<file path="config.mk">
export PLATFORM = sky130hd
export DESIGN_NAME = decExecTop
export DESIGN_NICKNAME = d
export VERILOG_FILES = /design/src/rtl/pipePkg.sv /design/src/rtl/decExecTop.sv /design/src/rtl/execStage.sv /design/src/rtl/regIdEx.sv /design/src/rtl/fwdUnit.sv /design/src/rtl/regFile.sv /design/src/rtl/instrDecode.sv
export SDC_FILE = /design/constraint.sdc
export NUM_CORES = 2
export LEC_CHECK = 0
export BUFFER_PORTS_ARGS = -buffer_cell sky130_fd_sc_hd__buf_2
export CORE_MARGIN = 8
export CORE_UTILIZATION = 60
export CTS_CLUSTER_SIZE = 24
export DETAILED_ROUTE_END_ITERATION = 16
export PLACE_DENSITY = 0.76
export SYNTH_ARGS = -nofsm -noshare
export SYNTH_HDL_FRONTEND = slang
export SYNTH_SLANG_ARGS = --single-unit
</file>
<file path="constraint.sdc">
create_clock -name Clk -period 6.4 [get_ports Clk]
set_input_delay 0.32 -clock Clk [delete_from_list [all_inputs] [get_ports Clk]]
set_output_delay 0.32 -clock Clk [all_outputs]
set_load 0.01 [all_outputs]
</file>
<file path="src/rtl/pipePkg.sv">
package pipePkg;

    localparam int dataWidth    = 32;
    localparam int regAddrWidth = 5;
    localparam int aluOpWidth   = 4;
    localparam int fwdWidth     = 3;
    localparam int opWidth      = 6;

    // ALU operation codes carried from decode to execute.
    localparam logic [aluOpWidth-1:0] aluAdd  = 4'd0;
    localparam logic [aluOpWidth-1:0] aluSub  = 4'd1;
    localparam logic [aluOpWidth-1:0] aluAnd  = 4'd2;
    localparam logic [aluOpWidth-1:0] aluOr   = 4'd3;
    localparam logic [aluOpWidth-1:0] aluXor  = 4'd4;
    localparam logic [aluOpWidth-1:0] aluNor  = 4'd5;
    localparam logic [aluOpWidth-1:0] aluSlt  = 4'd6;
    localparam logic [aluOpWidth-1:0] aluSltu = 4'd7;
    localparam logic [aluOpWidth-1:0] aluSll  = 4'd8;
    localparam logic [aluOpWidth-1:0] aluSrl  = 4'd9;
    localparam logic [aluOpWidth-1:0] aluSra  = 4'd10;
    localparam logic [aluOpWidth-1:0] aluLui  = 4'd11;

    localparam logic [opWidth-1:0] opRType = 6'h00;
    localparam logic [opWidth-1:0] opAddi  = 6'h08;
    localparam logic [opWidth-1:0] opAddiu = 6'h09;
    localparam logic [opWidth-1:0] opSlti  = 6'h0a;
    localparam logic [opWidth-1:0] opSltiu = 6'h0b;
    localparam logic [opWidth-1:0] opAndi  = 6'h0c;
    localparam logic [opWidth-1:0] opOri   = 6'h0d;
    localparam logic [opWidth-1:0] opXori  = 6'h0e;
    localparam logic [opWidth-1:0] opLui   = 6'h0f;

    // Function field of R-type instructions.
    localparam logic [opWidth-1:0] fnSll  = 6'h00;
    localparam logic [opWidth-1:0] fnSrl  = 6'h02;
    localparam logic [opWidth-1:0] fnSra  = 6'h03;
    localparam logic [opWidth-1:0] fnAdd  = 6'h20;
    localparam logic [opWidth-1:0] fnAddu = 6'h21;
    localparam logic [opWidth-1:0] fnSub  = 6'h22;
    localparam logic [opWidth-1:0] fnSubu = 6'h23;
    localparam logic [opWidth-1:0] fnAnd  = 6'h24;
    localparam logic [opWidth-1:0] fnOr   = 6'h25;
    localparam logic [opWidth-1:0] fnXor  = 6'h26;
    localparam logic [opWidth-1:0] fnNor  = 6'h27;
    localparam logic [opWidth-1:0] fnSlt  = 6'h2a;
    localparam logic [opWidth-1:0] fnSltu = 6'h2b;

    localparam logic [fwdWidth-1:0] fwdNone = 3'd0; // Register file value.
    localparam logic [fwdWidth-1:0] fwdWb   = 3'd1; // EX/WB result register.

endpackage
</file>
<file path="src/rtl/decExecTop.sv">
`timescale 1ns/1ps

module decExecTop (
    input  logic                             Clk,
    input  logic                             Reset,
    input  logic                             InstrValid,
    input  logic [pipePkg::dataWidth-1:0]    Instr,
    input  logic                             Stall,
    output logic                             WbValid,
    output logic [pipePkg::regAddrWidth-1:0] WbReg,
    output logic [pipePkg::dataWidth-1:0]    WbData
);

    logic [pipePkg::regAddrWidth-1:0] rs, rt, writeReg;
    logic [pipePkg::dataWidth-1:0]    sa, imm32, qa, qb;
    logic [pipePkg::aluOpWidth-1:0]   aluControl;
    logic                             aluXSrc, aluYSrc, useUnsigned, regWrite;
    logic [pipePkg::fwdWidth-1:0]     fwdA, fwdB;

    logic [pipePkg::dataWidth-1:0]    eQa, eQb, eExt32, eSa;
    logic [pipePkg::regAddrWidth-1:0] eWriteReg;
    logic [pipePkg::aluOpWidth-1:0]   eAluControl;
    logic                             eAluXSrc, eAluYSrc, eUnsigned, eRegWrite;
    logic [pipePkg::fwdWidth-1:0]     eFwdA, eFwdB;

    instrDecode u_instrDecode (
        .Instr(Instr), .Rs(rs), .Rt(rt), .WriteReg(writeReg), .Sa(sa), .Imm32(imm32),
        .AluControl(aluControl), .AluXSrc(aluXSrc), .AluYSrc(aluYSrc),
        .Unsigned(useUnsigned), .RegWrite(regWrite)
    );

    // The write port is fed straight from the EX/WB register.
    regFile u_regFile (
        .Clk(Clk), .Reset(Reset), .RdAddrA(rs), .RdAddrB(rt), .QA(qa), .QB(qb),
        .WrEn(WbValid), .WrAddr(WbReg), .WrData(WbData)
    );

    fwdUnit u_fwdUnit (
        .Rs(rs), .Rt(rt), .ExWriteReg(eWriteReg), .ExRegWrite(eRegWrite),
        .FwdA(fwdA), .FwdB(fwdB)
    );

    regIdEx u_regIdEx (
        .Clk(Clk), .Reset(Reset), .Stall(Stall), .Valid(InstrValid),
        .Qa(qa), .Qb(qb), .Ext32(imm32), .Sa(sa), .WriteReg(writeReg),
        .AluControl(aluControl), .AluXSrc(aluXSrc), .AluYSrc(aluYSrc),
        .Unsigned(useUnsigned), .RegWrite(regWrite), .FwdA(fwdA), .FwdB(fwdB),
        .EQa(eQa), .EQb(eQb), .EExt32(eExt32), .ESa(eSa), .EWriteReg(eWriteReg),
        .EAluControl(eAluControl), .EAluXSrc(eAluXSrc), .EAluYSrc(eAluYSrc),
        .EUnsigned(eUnsigned), .ERegWrite(eRegWrite), .EFwdA(eFwdA), .EFwdB(eFwdB)
    );

    execStage u_execStage (
        .Clk(Clk), .Reset(Reset), .EQa(eQa), .EQb(eQb), .EExt32(eExt32), .ESa(eSa),
        .EWriteReg(eWriteReg), .EAluControl(eAluControl), .EAluXSrc(eAluXSrc),
        .EAluYSrc(eAluYSrc), .EUnsigned(eUnsigned), .ERegWrite(eRegWrite),
        .EFwdA(eFwdA), .EFwdB(eFwdB),
        .WbValid(WbValid), .WbReg(WbReg), .WbData(WbData)
    );

endmodule

</file>
<file path="src/rtl/execStage.sv">
`timescale 1ns/1ps

module execStage (
    input  logic                             Clk,
    input  logic                             Reset,
    input  logic [pipePkg::dataWidth-1:0]    EQa,
    input  logic [pipePkg::dataWidth-1:0]    EQb,
    input  logic [pipePkg::dataWidth-1:0]    EExt32,
    input  logic [pipePkg::dataWidth-1:0]    ESa,
    input  logic [pipePkg::regAddrWidth-1:0] EWriteReg,
    input  logic [pipePkg::aluOpWidth-1:0]   EAluControl,
    input  logic                             EAluXSrc,
    input  logic                             EAluYSrc,
    input  logic                             EUnsigned,
    input  logic                             ERegWrite,
    input  logic [pipePkg::fwdWidth-1:0]     EFwdA,
    input  logic [pipePkg::fwdWidth-1:0]     EFwdB,
    output logic                             WbValid,
    output logic [pipePkg::regAddrWidth-1:0] WbReg,
    output logic [pipePkg::dataWidth-1:0]    WbData
);

    logic [pipePkg::dataWidth-1:0] opA;
    logic [pipePkg::dataWidth-1:0] opB;
    logic [pipePkg::dataWidth-1:0] aluX;
    logic [pipePkg::dataWidth-1:0] aluY;
    logic [pipePkg::dataWidth:0]   diff;
    logic [pipePkg::dataWidth-1:0] result;
    logic [4:0]                    shamt;

    assign opA = (EFwdA == pipePkg::fwdWb) ? WbData : EQa;
    assign opB = (EFwdB == pipePkg::fwdWb) ? WbData : EQb;

    assign aluX  = EAluXSrc ? ESa : opA; // Shifts take the amount on X.
    assign aluY  = EAluYSrc ? EExt32 : opB;
    assign shamt = aluX[4:0];

    // One extra bit makes the borrow the less-than flag, signed or not.
    assign diff = {~EUnsigned & aluX[pipePkg::dataWidth-1], aluX}
                - {~EUnsigned & aluY[pipePkg::dataWidth-1], aluY};

    always_comb begin
        case (EAluControl)
            pipePkg::aluSub:  result = aluX - aluY;
            pipePkg::aluAnd:  result = aluX & aluY;
            pipePkg::aluOr:   result = aluX | aluY;
            pipePkg::aluXor:  result = aluX ^ aluY;
            pipePkg::aluNor:  result = ~(aluX | aluY);
            pipePkg::aluSlt,
            pipePkg::aluSltu: result = {{(pipePkg::dataWidth-1){1'b0}}, diff[pipePkg::dataWidth]};
            pipePkg::aluSll:  result = aluY << shamt;
            pipePkg::aluSrl:  result = aluY >> shamt;
            pipePkg::aluSra:  result = $signed(aluY) >>> shamt;
            pipePkg::aluLui:  result = {aluY[15:0], 16'h0000};
            default:          result = aluX + aluY;
        endcase
    end

    always_ff @(posedge Clk or negedge Reset) begin
        if (!Reset) begin
            WbValid <= 1'b0;
            WbReg   <= '0;
            WbData  <= '0;
        end else begin
            WbValid <= ERegWrite && (EWriteReg != '0); // No write-back to register zero.
            WbReg   <= EWriteReg;
            WbData  <= result;
        end
    end

endmodule

</file>
<file path="src/rtl/regIdEx.sv">
`timescale 1ns/1ps

module regIdEx (
    input  logic                             Clk,
    input  logic                             Reset,
    input  logic                             Stall,
    input  logic                             Valid,
    input  logic [pipePkg::dataWidth-1:0]    Qa,
    input  logic [pipePkg::dataWidth-1:0]    Qb,
    input  logic [pipePkg::dataWidth-1:0]    Ext32,
    input  logic [pipePkg::dataWidth-1:0]    Sa,
    input  logic [pipePkg::regAddrWidth-1:0] WriteReg,
    input  logic [pipePkg::aluOpWidth-1:0]   AluControl,
    input  logic                             AluXSrc,
    input  logic                             AluYSrc,
    input  logic                             Unsigned,
    input  logic                             RegWrite,
    input  logic [pipePkg::fwdWidth-1:0]     FwdA,
    input  logic [pipePkg::fwdWidth-1:0]     FwdB,
    output logic [pipePkg::dataWidth-1:0]    EQa,
    output logic [pipePkg::dataWidth-1:0]    EQb,
    output logic [pipePkg::dataWidth-1:0]    EExt32,
    output logic [pipePkg::dataWidth-1:0]    ESa,
    output logic [pipePkg::regAddrWidth-1:0] EWriteReg,
    output logic [pipePkg::aluOpWidth-1:0]   EAluControl,
    output logic                             EAluXSrc,
    output logic                             EAluYSrc,
    output logic                             EUnsigned,
    output logic                             ERegWrite,
    output logic [pipePkg::fwdWidth-1:0]     EFwdA,
    output logic [pipePkg::fwdWidth-1:0]     EFwdB
);

    logic bubble;

    assign bubble = Stall || !Valid;

    always_ff @(posedge Clk or negedge Reset) begin
        if (!Reset) begin
            EQa         <= '0;
            EQb         <= '0;
            EExt32      <= '0;
            ESa         <= '0;
            EWriteReg   <= '0;
            EAluControl <= '0;
            EAluXSrc    <= 1'b0;
            EAluYSrc    <= 1'b0;
            EUnsigned   <= 1'b0;
            ERegWrite   <= 1'b0;
            EFwdA       <= pipePkg::fwdNone;
            EFwdB       <= pipePkg::fwdNone;
        end else if (bubble) begin // A stalled or empty slot leaves an all-zero stage behind.
            EQa         <= '0;
            EQb         <= '0;
            EExt32      <= '0;
            ESa         <= '0;
            EWriteReg   <= '0;
            EAluControl <= '0;
            EAluXSrc    <= 1'b0;
            EAluYSrc    <= 1'b0;
            EUnsigned   <= 1'b0;
            ERegWrite   <= 1'b0;
            EFwdA       <= pipePkg::fwdNone;
            EFwdB       <= pipePkg::fwdNone;
        end else begin
            EQa         <= Qa;
            EQb         <= Qb;
            EExt32      <= Ext32;
            ESa         <= Sa;
            EWriteReg   <= WriteReg;
            EAluControl <= AluControl;
            EAluXSrc    <= AluXSrc;
            EAluYSrc    <= AluYSrc;
            EUnsigned   <= Unsigned;
            ERegWrite   <= RegWrite;
            EFwdA       <= FwdA;
            EFwdB       <= FwdB;
        end
    end

endmodule

</file>
<file path="src/rtl/fwdUnit.sv">
`timescale 1ns/1ps

module fwdUnit (
    input  logic [pipePkg::regAddrWidth-1:0] Rs,
    input  logic [pipePkg::regAddrWidth-1:0] Rt,
    input  logic [pipePkg::regAddrWidth-1:0] ExWriteReg,
    input  logic                             ExRegWrite,
    output logic [pipePkg::fwdWidth-1:0]     FwdA,
    output logic [pipePkg::fwdWidth-1:0]     FwdB
);

    logic exLive;

    // The EX instruction's result sits in the EX/WB register one cycle later.
    assign exLive = ExRegWrite && (ExWriteReg != '0);

    assign FwdA = (exLive && (Rs == ExWriteReg)) ? pipePkg::fwdWb : pipePkg::fwdNone;
    assign FwdB = (exLive && (Rt == ExWriteReg)) ? pipePkg::fwdWb : pipePkg::fwdNone;

endmodule

</file>
<file path="src/rtl/regFile.sv">
`timescale 1ns/1ps

module regFile (
    input  logic                             Clk,
    input  logic                             Reset,
    input  logic [pipePkg::regAddrWidth-1:0] RdAddrA,
    input  logic [pipePkg::regAddrWidth-1:0] RdAddrB,
    output logic [pipePkg::dataWidth-1:0]    QA,
    output logic [pipePkg::dataWidth-1:0]    QB,
    input  logic                             WrEn,
    input  logic [pipePkg::regAddrWidth-1:0] WrAddr,
    input  logic [pipePkg::dataWidth-1:0]    WrData
);

    logic [pipePkg::dataWidth-1:0] regs [0:(1 << pipePkg::regAddrWidth)-1];
    logic                          wrLive;

    // Register zero is never written, so it reads back as zero.
    assign wrLive = WrEn && (WrAddr != '0);

    always_ff @(posedge Clk or negedge Reset) begin
        if (!Reset) begin
            for (int i = 0; i < (1 << pipePkg::regAddrWidth); i++) begin
                regs[i] <= '0;
            end
        end else if (wrLive) begin
            regs[WrAddr] <= WrData;
        end
    end

    // A write in the same cycle reaches the readers before the edge.
    assign QA = (wrLive && (WrAddr == RdAddrA)) ? WrData : regs[RdAddrA];
    assign QB = (wrLive && (WrAddr == RdAddrB)) ? WrData : regs[RdAddrB];

endmodule

</file>
<file path="src/rtl/instrDecode.sv">
`timescale 1ns/1ps

module instrDecode (
    input  logic [pipePkg::dataWidth-1:0]    Instr,
    output logic [pipePkg::regAddrWidth-1:0] Rs,
    output logic [pipePkg::regAddrWidth-1:0] Rt,
    output logic [pipePkg::regAddrWidth-1:0] WriteReg,
    output logic [pipePkg::dataWidth-1:0]    Sa,
    output logic [pipePkg::dataWidth-1:0]    Imm32,
    output logic [pipePkg::aluOpWidth-1:0]   AluControl,
    output logic                             AluXSrc,
    output logic                             AluYSrc,
    output logic                             Unsigned,
    output logic                             RegWrite
);

    logic [pipePkg::opWidth-1:0] opcode;
    logic [pipePkg::opWidth-1:0] funct;
    logic [15:0]                 imm;
    logic                        signExt;
    logic                        rdDst;

    assign opcode = Instr[31:26];
    assign funct  = Instr[5:0];
    assign imm    = Instr[15:0];
    assign Rs     = Instr[25:21];
    assign Rt     = Instr[20:16];
    assign Sa     = {{(pipePkg::dataWidth-5){1'b0}}, Instr[10:6]};

    assign WriteReg = rdDst ? Instr[15:11] : Instr[20:16];
    assign Imm32    = signExt ? {{(pipePkg::dataWidth-16){imm[15]}}, imm}
                              : {{(pipePkg::dataWidth-16){1'b0}}, imm};

    always_comb begin
        AluControl = pipePkg::aluAdd;
        AluXSrc    = 1'b0;
        AluYSrc    = 1'b0;
        Unsigned   = 1'b0;
        RegWrite   = 1'b1;
        signExt    = 1'b1;
        rdDst      = 1'b0;
        if (opcode == pipePkg::opRType) begin
            rdDst = 1'b1;
            case (funct)
                pipePkg::fnAdd:  AluControl = pipePkg::aluAdd;
                pipePkg::fnSub:  AluControl = pipePkg::aluSub;
                pipePkg::fnAnd:  AluControl = pipePkg::aluAnd;
                pipePkg::fnOr:   AluControl = pipePkg::aluOr;
                pipePkg::fnXor:  AluControl = pipePkg::aluXor;
                pipePkg::fnNor:  AluControl = pipePkg::aluNor;
                pipePkg::fnSlt:  AluControl = pipePkg::aluSlt;
                pipePkg::fnAddu: Unsigned = 1'b1; // Add with no overflow check.
                pipePkg::fnSubu: begin
                    AluControl = pipePkg::aluSub;
                    Unsigned   = 1'b1;
                end
                pipePkg::fnSltu: begin
                    AluControl = pipePkg::aluSltu;
                    Unsigned   = 1'b1;
                end
                pipePkg::fnSll: begin
                    AluControl = pipePkg::aluSll;
                    AluXSrc    = 1'b1;
                end
                pipePkg::fnSrl: begin
                    AluControl = pipePkg::aluSrl;
                    AluXSrc    = 1'b1;
                end
                pipePkg::fnSra: begin
                    AluControl = pipePkg::aluSra;
                    AluXSrc    = 1'b1;
                end
                default: RegWrite = 1'b0;
            endcase
        end else begin
            AluYSrc = 1'b1;
            case (opcode)
                pipePkg::opAddi:  AluControl = pipePkg::aluAdd;
                pipePkg::opAddiu: Unsigned = 1'b1;
                pipePkg::opSlti:  AluControl = pipePkg::aluSlt;
                pipePkg::opSltiu: begin
                    AluControl = pipePkg::aluSltu; // Immediate still sign-extended.
                    Unsigned   = 1'b1;
                end
                pipePkg::opAndi: begin
                    AluControl = pipePkg::aluAnd;
                    signExt    = 1'b0;
                end
                pipePkg::opOri: begin
                    AluControl = pipePkg::aluOr;
                    signExt    = 1'b0;
                end
                pipePkg::opXori: begin
                    AluControl = pipePkg::aluXor;
                    signExt    = 1'b0;
                end
                pipePkg::opLui: begin
                    AluControl = pipePkg::aluLui;
                    signExt    = 1'b0;
                end
                default: RegWrite = 1'b0;
            endcase
        end
    end

endmodule

</file>
==> impl_results.md <==
- Status: complete, no violations
- Finished Cell Area: 74300 um^2
- P per Cell Area: around 230 nW/um^2
- Top post-synthesis cells by count: dfrtp_1 (1158), mux2_2 (1000), mux4_2 (640)
- Mapped Cells: 5052
- Worst Path Arrival: around 6.3 ns
- Mux share of post-synthesis cell area: 40.3%
- Final setup viols: 0
- Critical path buffer and inverter count: 1
- Worst Hold Class: input port to flip-flop
- CTS root buffer: clkbuf_16
- Core Util, Final: approximately two thirds
- GR peak layer: met2
- Yosys warns: 0
- Mapped Nets: ~5.2k
- Met3 Use GR: approximately 9.2%
- Post-synth EDFFs: 0
- HPWL Detailed: between 100 and 150 mm
- Min Tclk post-route: roughly 5.7 ns
- Gpl congestion: about 1.1
- CP peak stage delay: approximately 0.94 ns
- CP Launch Type: flip-flop
- Non-Filler Instances: approximately 6.5k
- Synth Area in Compound Gates: slightly above 6%
- Post-Synthesis Cell Area: 68100 um^2
- Synth async-reset ratio: 100%
- Synth cell types: between 90 and 100
- Initial drt markers: between 5k and 6k
- Worst-path clk slew: approximately 0.07 ns
- Final period utilization: slightly below 90%
- Full die area: approximately 120000 um^2
- GR Layer Usage met1: roughly half
- Tightest Pin Transition: 1.28 ns
- Simple-gate portion of the synthesized area: roughly 4%
- Met2 Use GR: around 50%
- Num ports: 74
- Synth Register Bits: 1158
- Pre-CTS setup slack: around 0.9 ns
- CP top delay family: compound AO/OA/AOI/OAI gates
- Detail Route Antenna Nets: 0
- Critical Path RT: roughly 7 ns
- Via count: 46.6k
- Layout cells sized above 1: 43.3%
- Vias in the first global route: around 47k
- TritonRoute pass-1 iters: 8
- Layout Nets: 5038
- Max Slew Vio Count: 0
- Critical path capture point type: flip-flop
- Max clock buf depth: 3
- Final Hold Slack: between 0.05 and 0.06 ns
- Skew-Pair Late Insertion Delay: 0.76 ns
- DIE HEIGHT: around 350 um
- Worst-path cell chain: mux2i_1, o21a_1, inv_1, nor3_2, and3_1, a31oi_1, xnor2_1, ha_1, a21oi_1, o21ai_0, o21ai_0, nand3_1, a41oi_1, o31ai_2, and3_1, a221oi_4, nor4_1, a311o_1
- Overflow after GRT: 0
- Core ar.: between 100000 and 150000 um^2
- Pin count of the biggest net entering global routing: around 130
- Yosys top cell by area: dfrtp_1
- Final worst slack: 0.687 ns
- Crit path kind: flip-flop to flip-flop
- Worst Path Max Fanout: 20
- F_max: around 180 MHz
- Area after DPL: 69900 um^2
- Final setup TNS: 0 ns
- Largest family of logic cells by synthesized area: multiplexers
- LEAKAGE: between 30 and 40 nW
- Post-synthesis sequential area ratio: a little over two fifths
- Number of fill cells: 7894
- Post-Synth XOR/XNOR Area: under 10%
- First-pass GRT wire length: around 320 mm
- # Post-CTS Setup Buffers: 0
- Max Cap Viol: 0
- WL per Instance: between 30 and 40 um
- Slowest CP cell: dfrtp_2
- Overall power: ~17 mW
- Ranking of synthesized cells by area: dfrtp_1 (43%), mux4_2 (21%), mux2_2 (17%)
- # DRC: 0
- Placed cells: slightly above 6k
- Clock Skew: around 0.055 ns
- Post-Synthesis Mean Instance Area: 13.5 um^2
- Final Hold Viols: 0
- Via/cell ratio: roughly 7
- Antenna violations before repair: 7
- Gr usage total: between 30% and 40%
- RSZ-0062 raised after global routing: false
- VDD IR max: ~0.00025 V
- Ys flop type: dfrtp_1
- Adder-Cell Fraction of Synth Area: 2.41%
- I/O Buffers: 73
- # clock sinks: approximately 1.2k
- Most common cell in the netlist: dfrtp_1
- Headroom to the max-slew limit: roughly 15%
- Inserted Clock Buffers: between 100 and 150
- Starting Density: a little over 60%
- CTS tree: built
- CTS H-tree depth: 3
- Row cnt: 123
- Synthesis-to-layout area growth: 9.07%
- Final WL: 217 mm
- Share of the synthesized area in the top cell type: ~43%
- Die W: between 300 and 400 um
## tightest hold or removal path: cells and delay by family
family | cells | cell delay, ns
simple gates | 1 | 0.13
buf+inv | 1 | 0.14
compound gates | 1 | 0.15
## cell type report
cell class	instances	area, um^2	area share [%]
clock buffer	175	3540	4.77
inverter	75	284	0.383
tap	1500	1880	2.53
timing repair buffer	231	1890	2.55
antenna	3	7.51	0.0101
clock inverter	51	622	0.837
sequential	1158	29000	39.0
multi-input combinational	3285	37000	49.9
## worst paths after layout
kind	cells after the start	slack, ns	start	to
max	18	0.69	u_regIdEx.EFwdB[0]	u_execStage.WbData[29]
min	3	0.06	Instr[1]	u_regIdEx.EAluControl[2]
max reg2reg	18	0.69	u_regIdEx.EFwdB[0]	u_execStage.WbData[29]
min reg2reg	0	0.39	u_regFile.regs[1017]	u_regFile.regs[1017]
max in group asynchronous	4	4.39	Reset	u_regFile.regs[447]
min in group asynchronous	2	0.26	Reset	u_regFile.regs[30]
## layer usage
layer / routed length (um) / up-vias
li1: - / 18800
met1: 87100 / 24600
met2: 96100 / 2571
met3: 22600 / 578
met4: 11300 / 10
met5: 78 / -
## kinds of logic (layout without fill, tap and decap cells)
kind of cell,after synthesis,after routing
other,0,3
AOI/OAI and AO/OA,637,637
xor gates and xnor gates,83,83
buffers and inverters,609,532
and+or+nand+nor,620,620
adders and majority gates,131,131
muxes,1814,1814
DFF,1158,1158
## what timing repair did
| item | 4_1_cts | 5_1_grt |
|---|---|---|
| resized for setup | 0 | 0 |
| hold endpoints to repair | 120 | 0 |
| hold buffers | 22 | 0 |
## layout by cell type, fill, tap and decap left out, types with 16 or more instances in the layout
| cell type | n |
|---|---|
| dfrtp_1 | 1155 |
| mux2_2 | 1000 |
| mux4_2 | 640 |
| nor2_1 | 239 |
| nand2_1 | 175 |
| mux2i_1 | 167 |
| a21oi_1 | 157 |
| o21ai_0 | 140 |
| ha_1 | 129 |
| clkbuf_16 | 124 |
| buf_4 | 123 |
| a211oi_1 | 91 |
| inv_1 | 62 |
| buf_2 | 62 |
| xnor2_1 | 56 |
| xor2_1 | 26 |
| clkbuf_1 | 26 |
| a21o_1 | 25 |
| nor3_1 | 25 |
| clkbuf_8 | 25 |
| o211ai_1 | 23 |
| dlygate4sd3_1 | 22 |
| o21a_1 | 21 |
| nand2b_1 | 21 |
| a31oi_1 | 21 |
| clkinv_2 | 21 |
| nand3_1 | 20 |
| or2_2 | 20 |
| and2_1 | 17 |
| a221oi_1 | 17 |
| buf_12 | 17 |
| nor2_4 | 16 |
## state kept, by name, indices dropped and copies added (netlist names), 4 cells and up
signal,count
u_regIdEx.EExt32,17
u_regIdEx.EAluControl,4
u_execStage.WbReg,5
u_regFile.regs,1024
u_regIdEx.EQa,32
u_execStage.WbData,32
u_regIdEx.EQb,32
u_regIdEx.EWriteReg,5
## where the power goes
group          switching (mW)  total (mW)  internal, mW
Clock                    3.10        7.39          4.29
Sequential              0.171        7.60          7.43
Combinational            1.33        1.95         0.616
(Power assumes the default switching activity.)
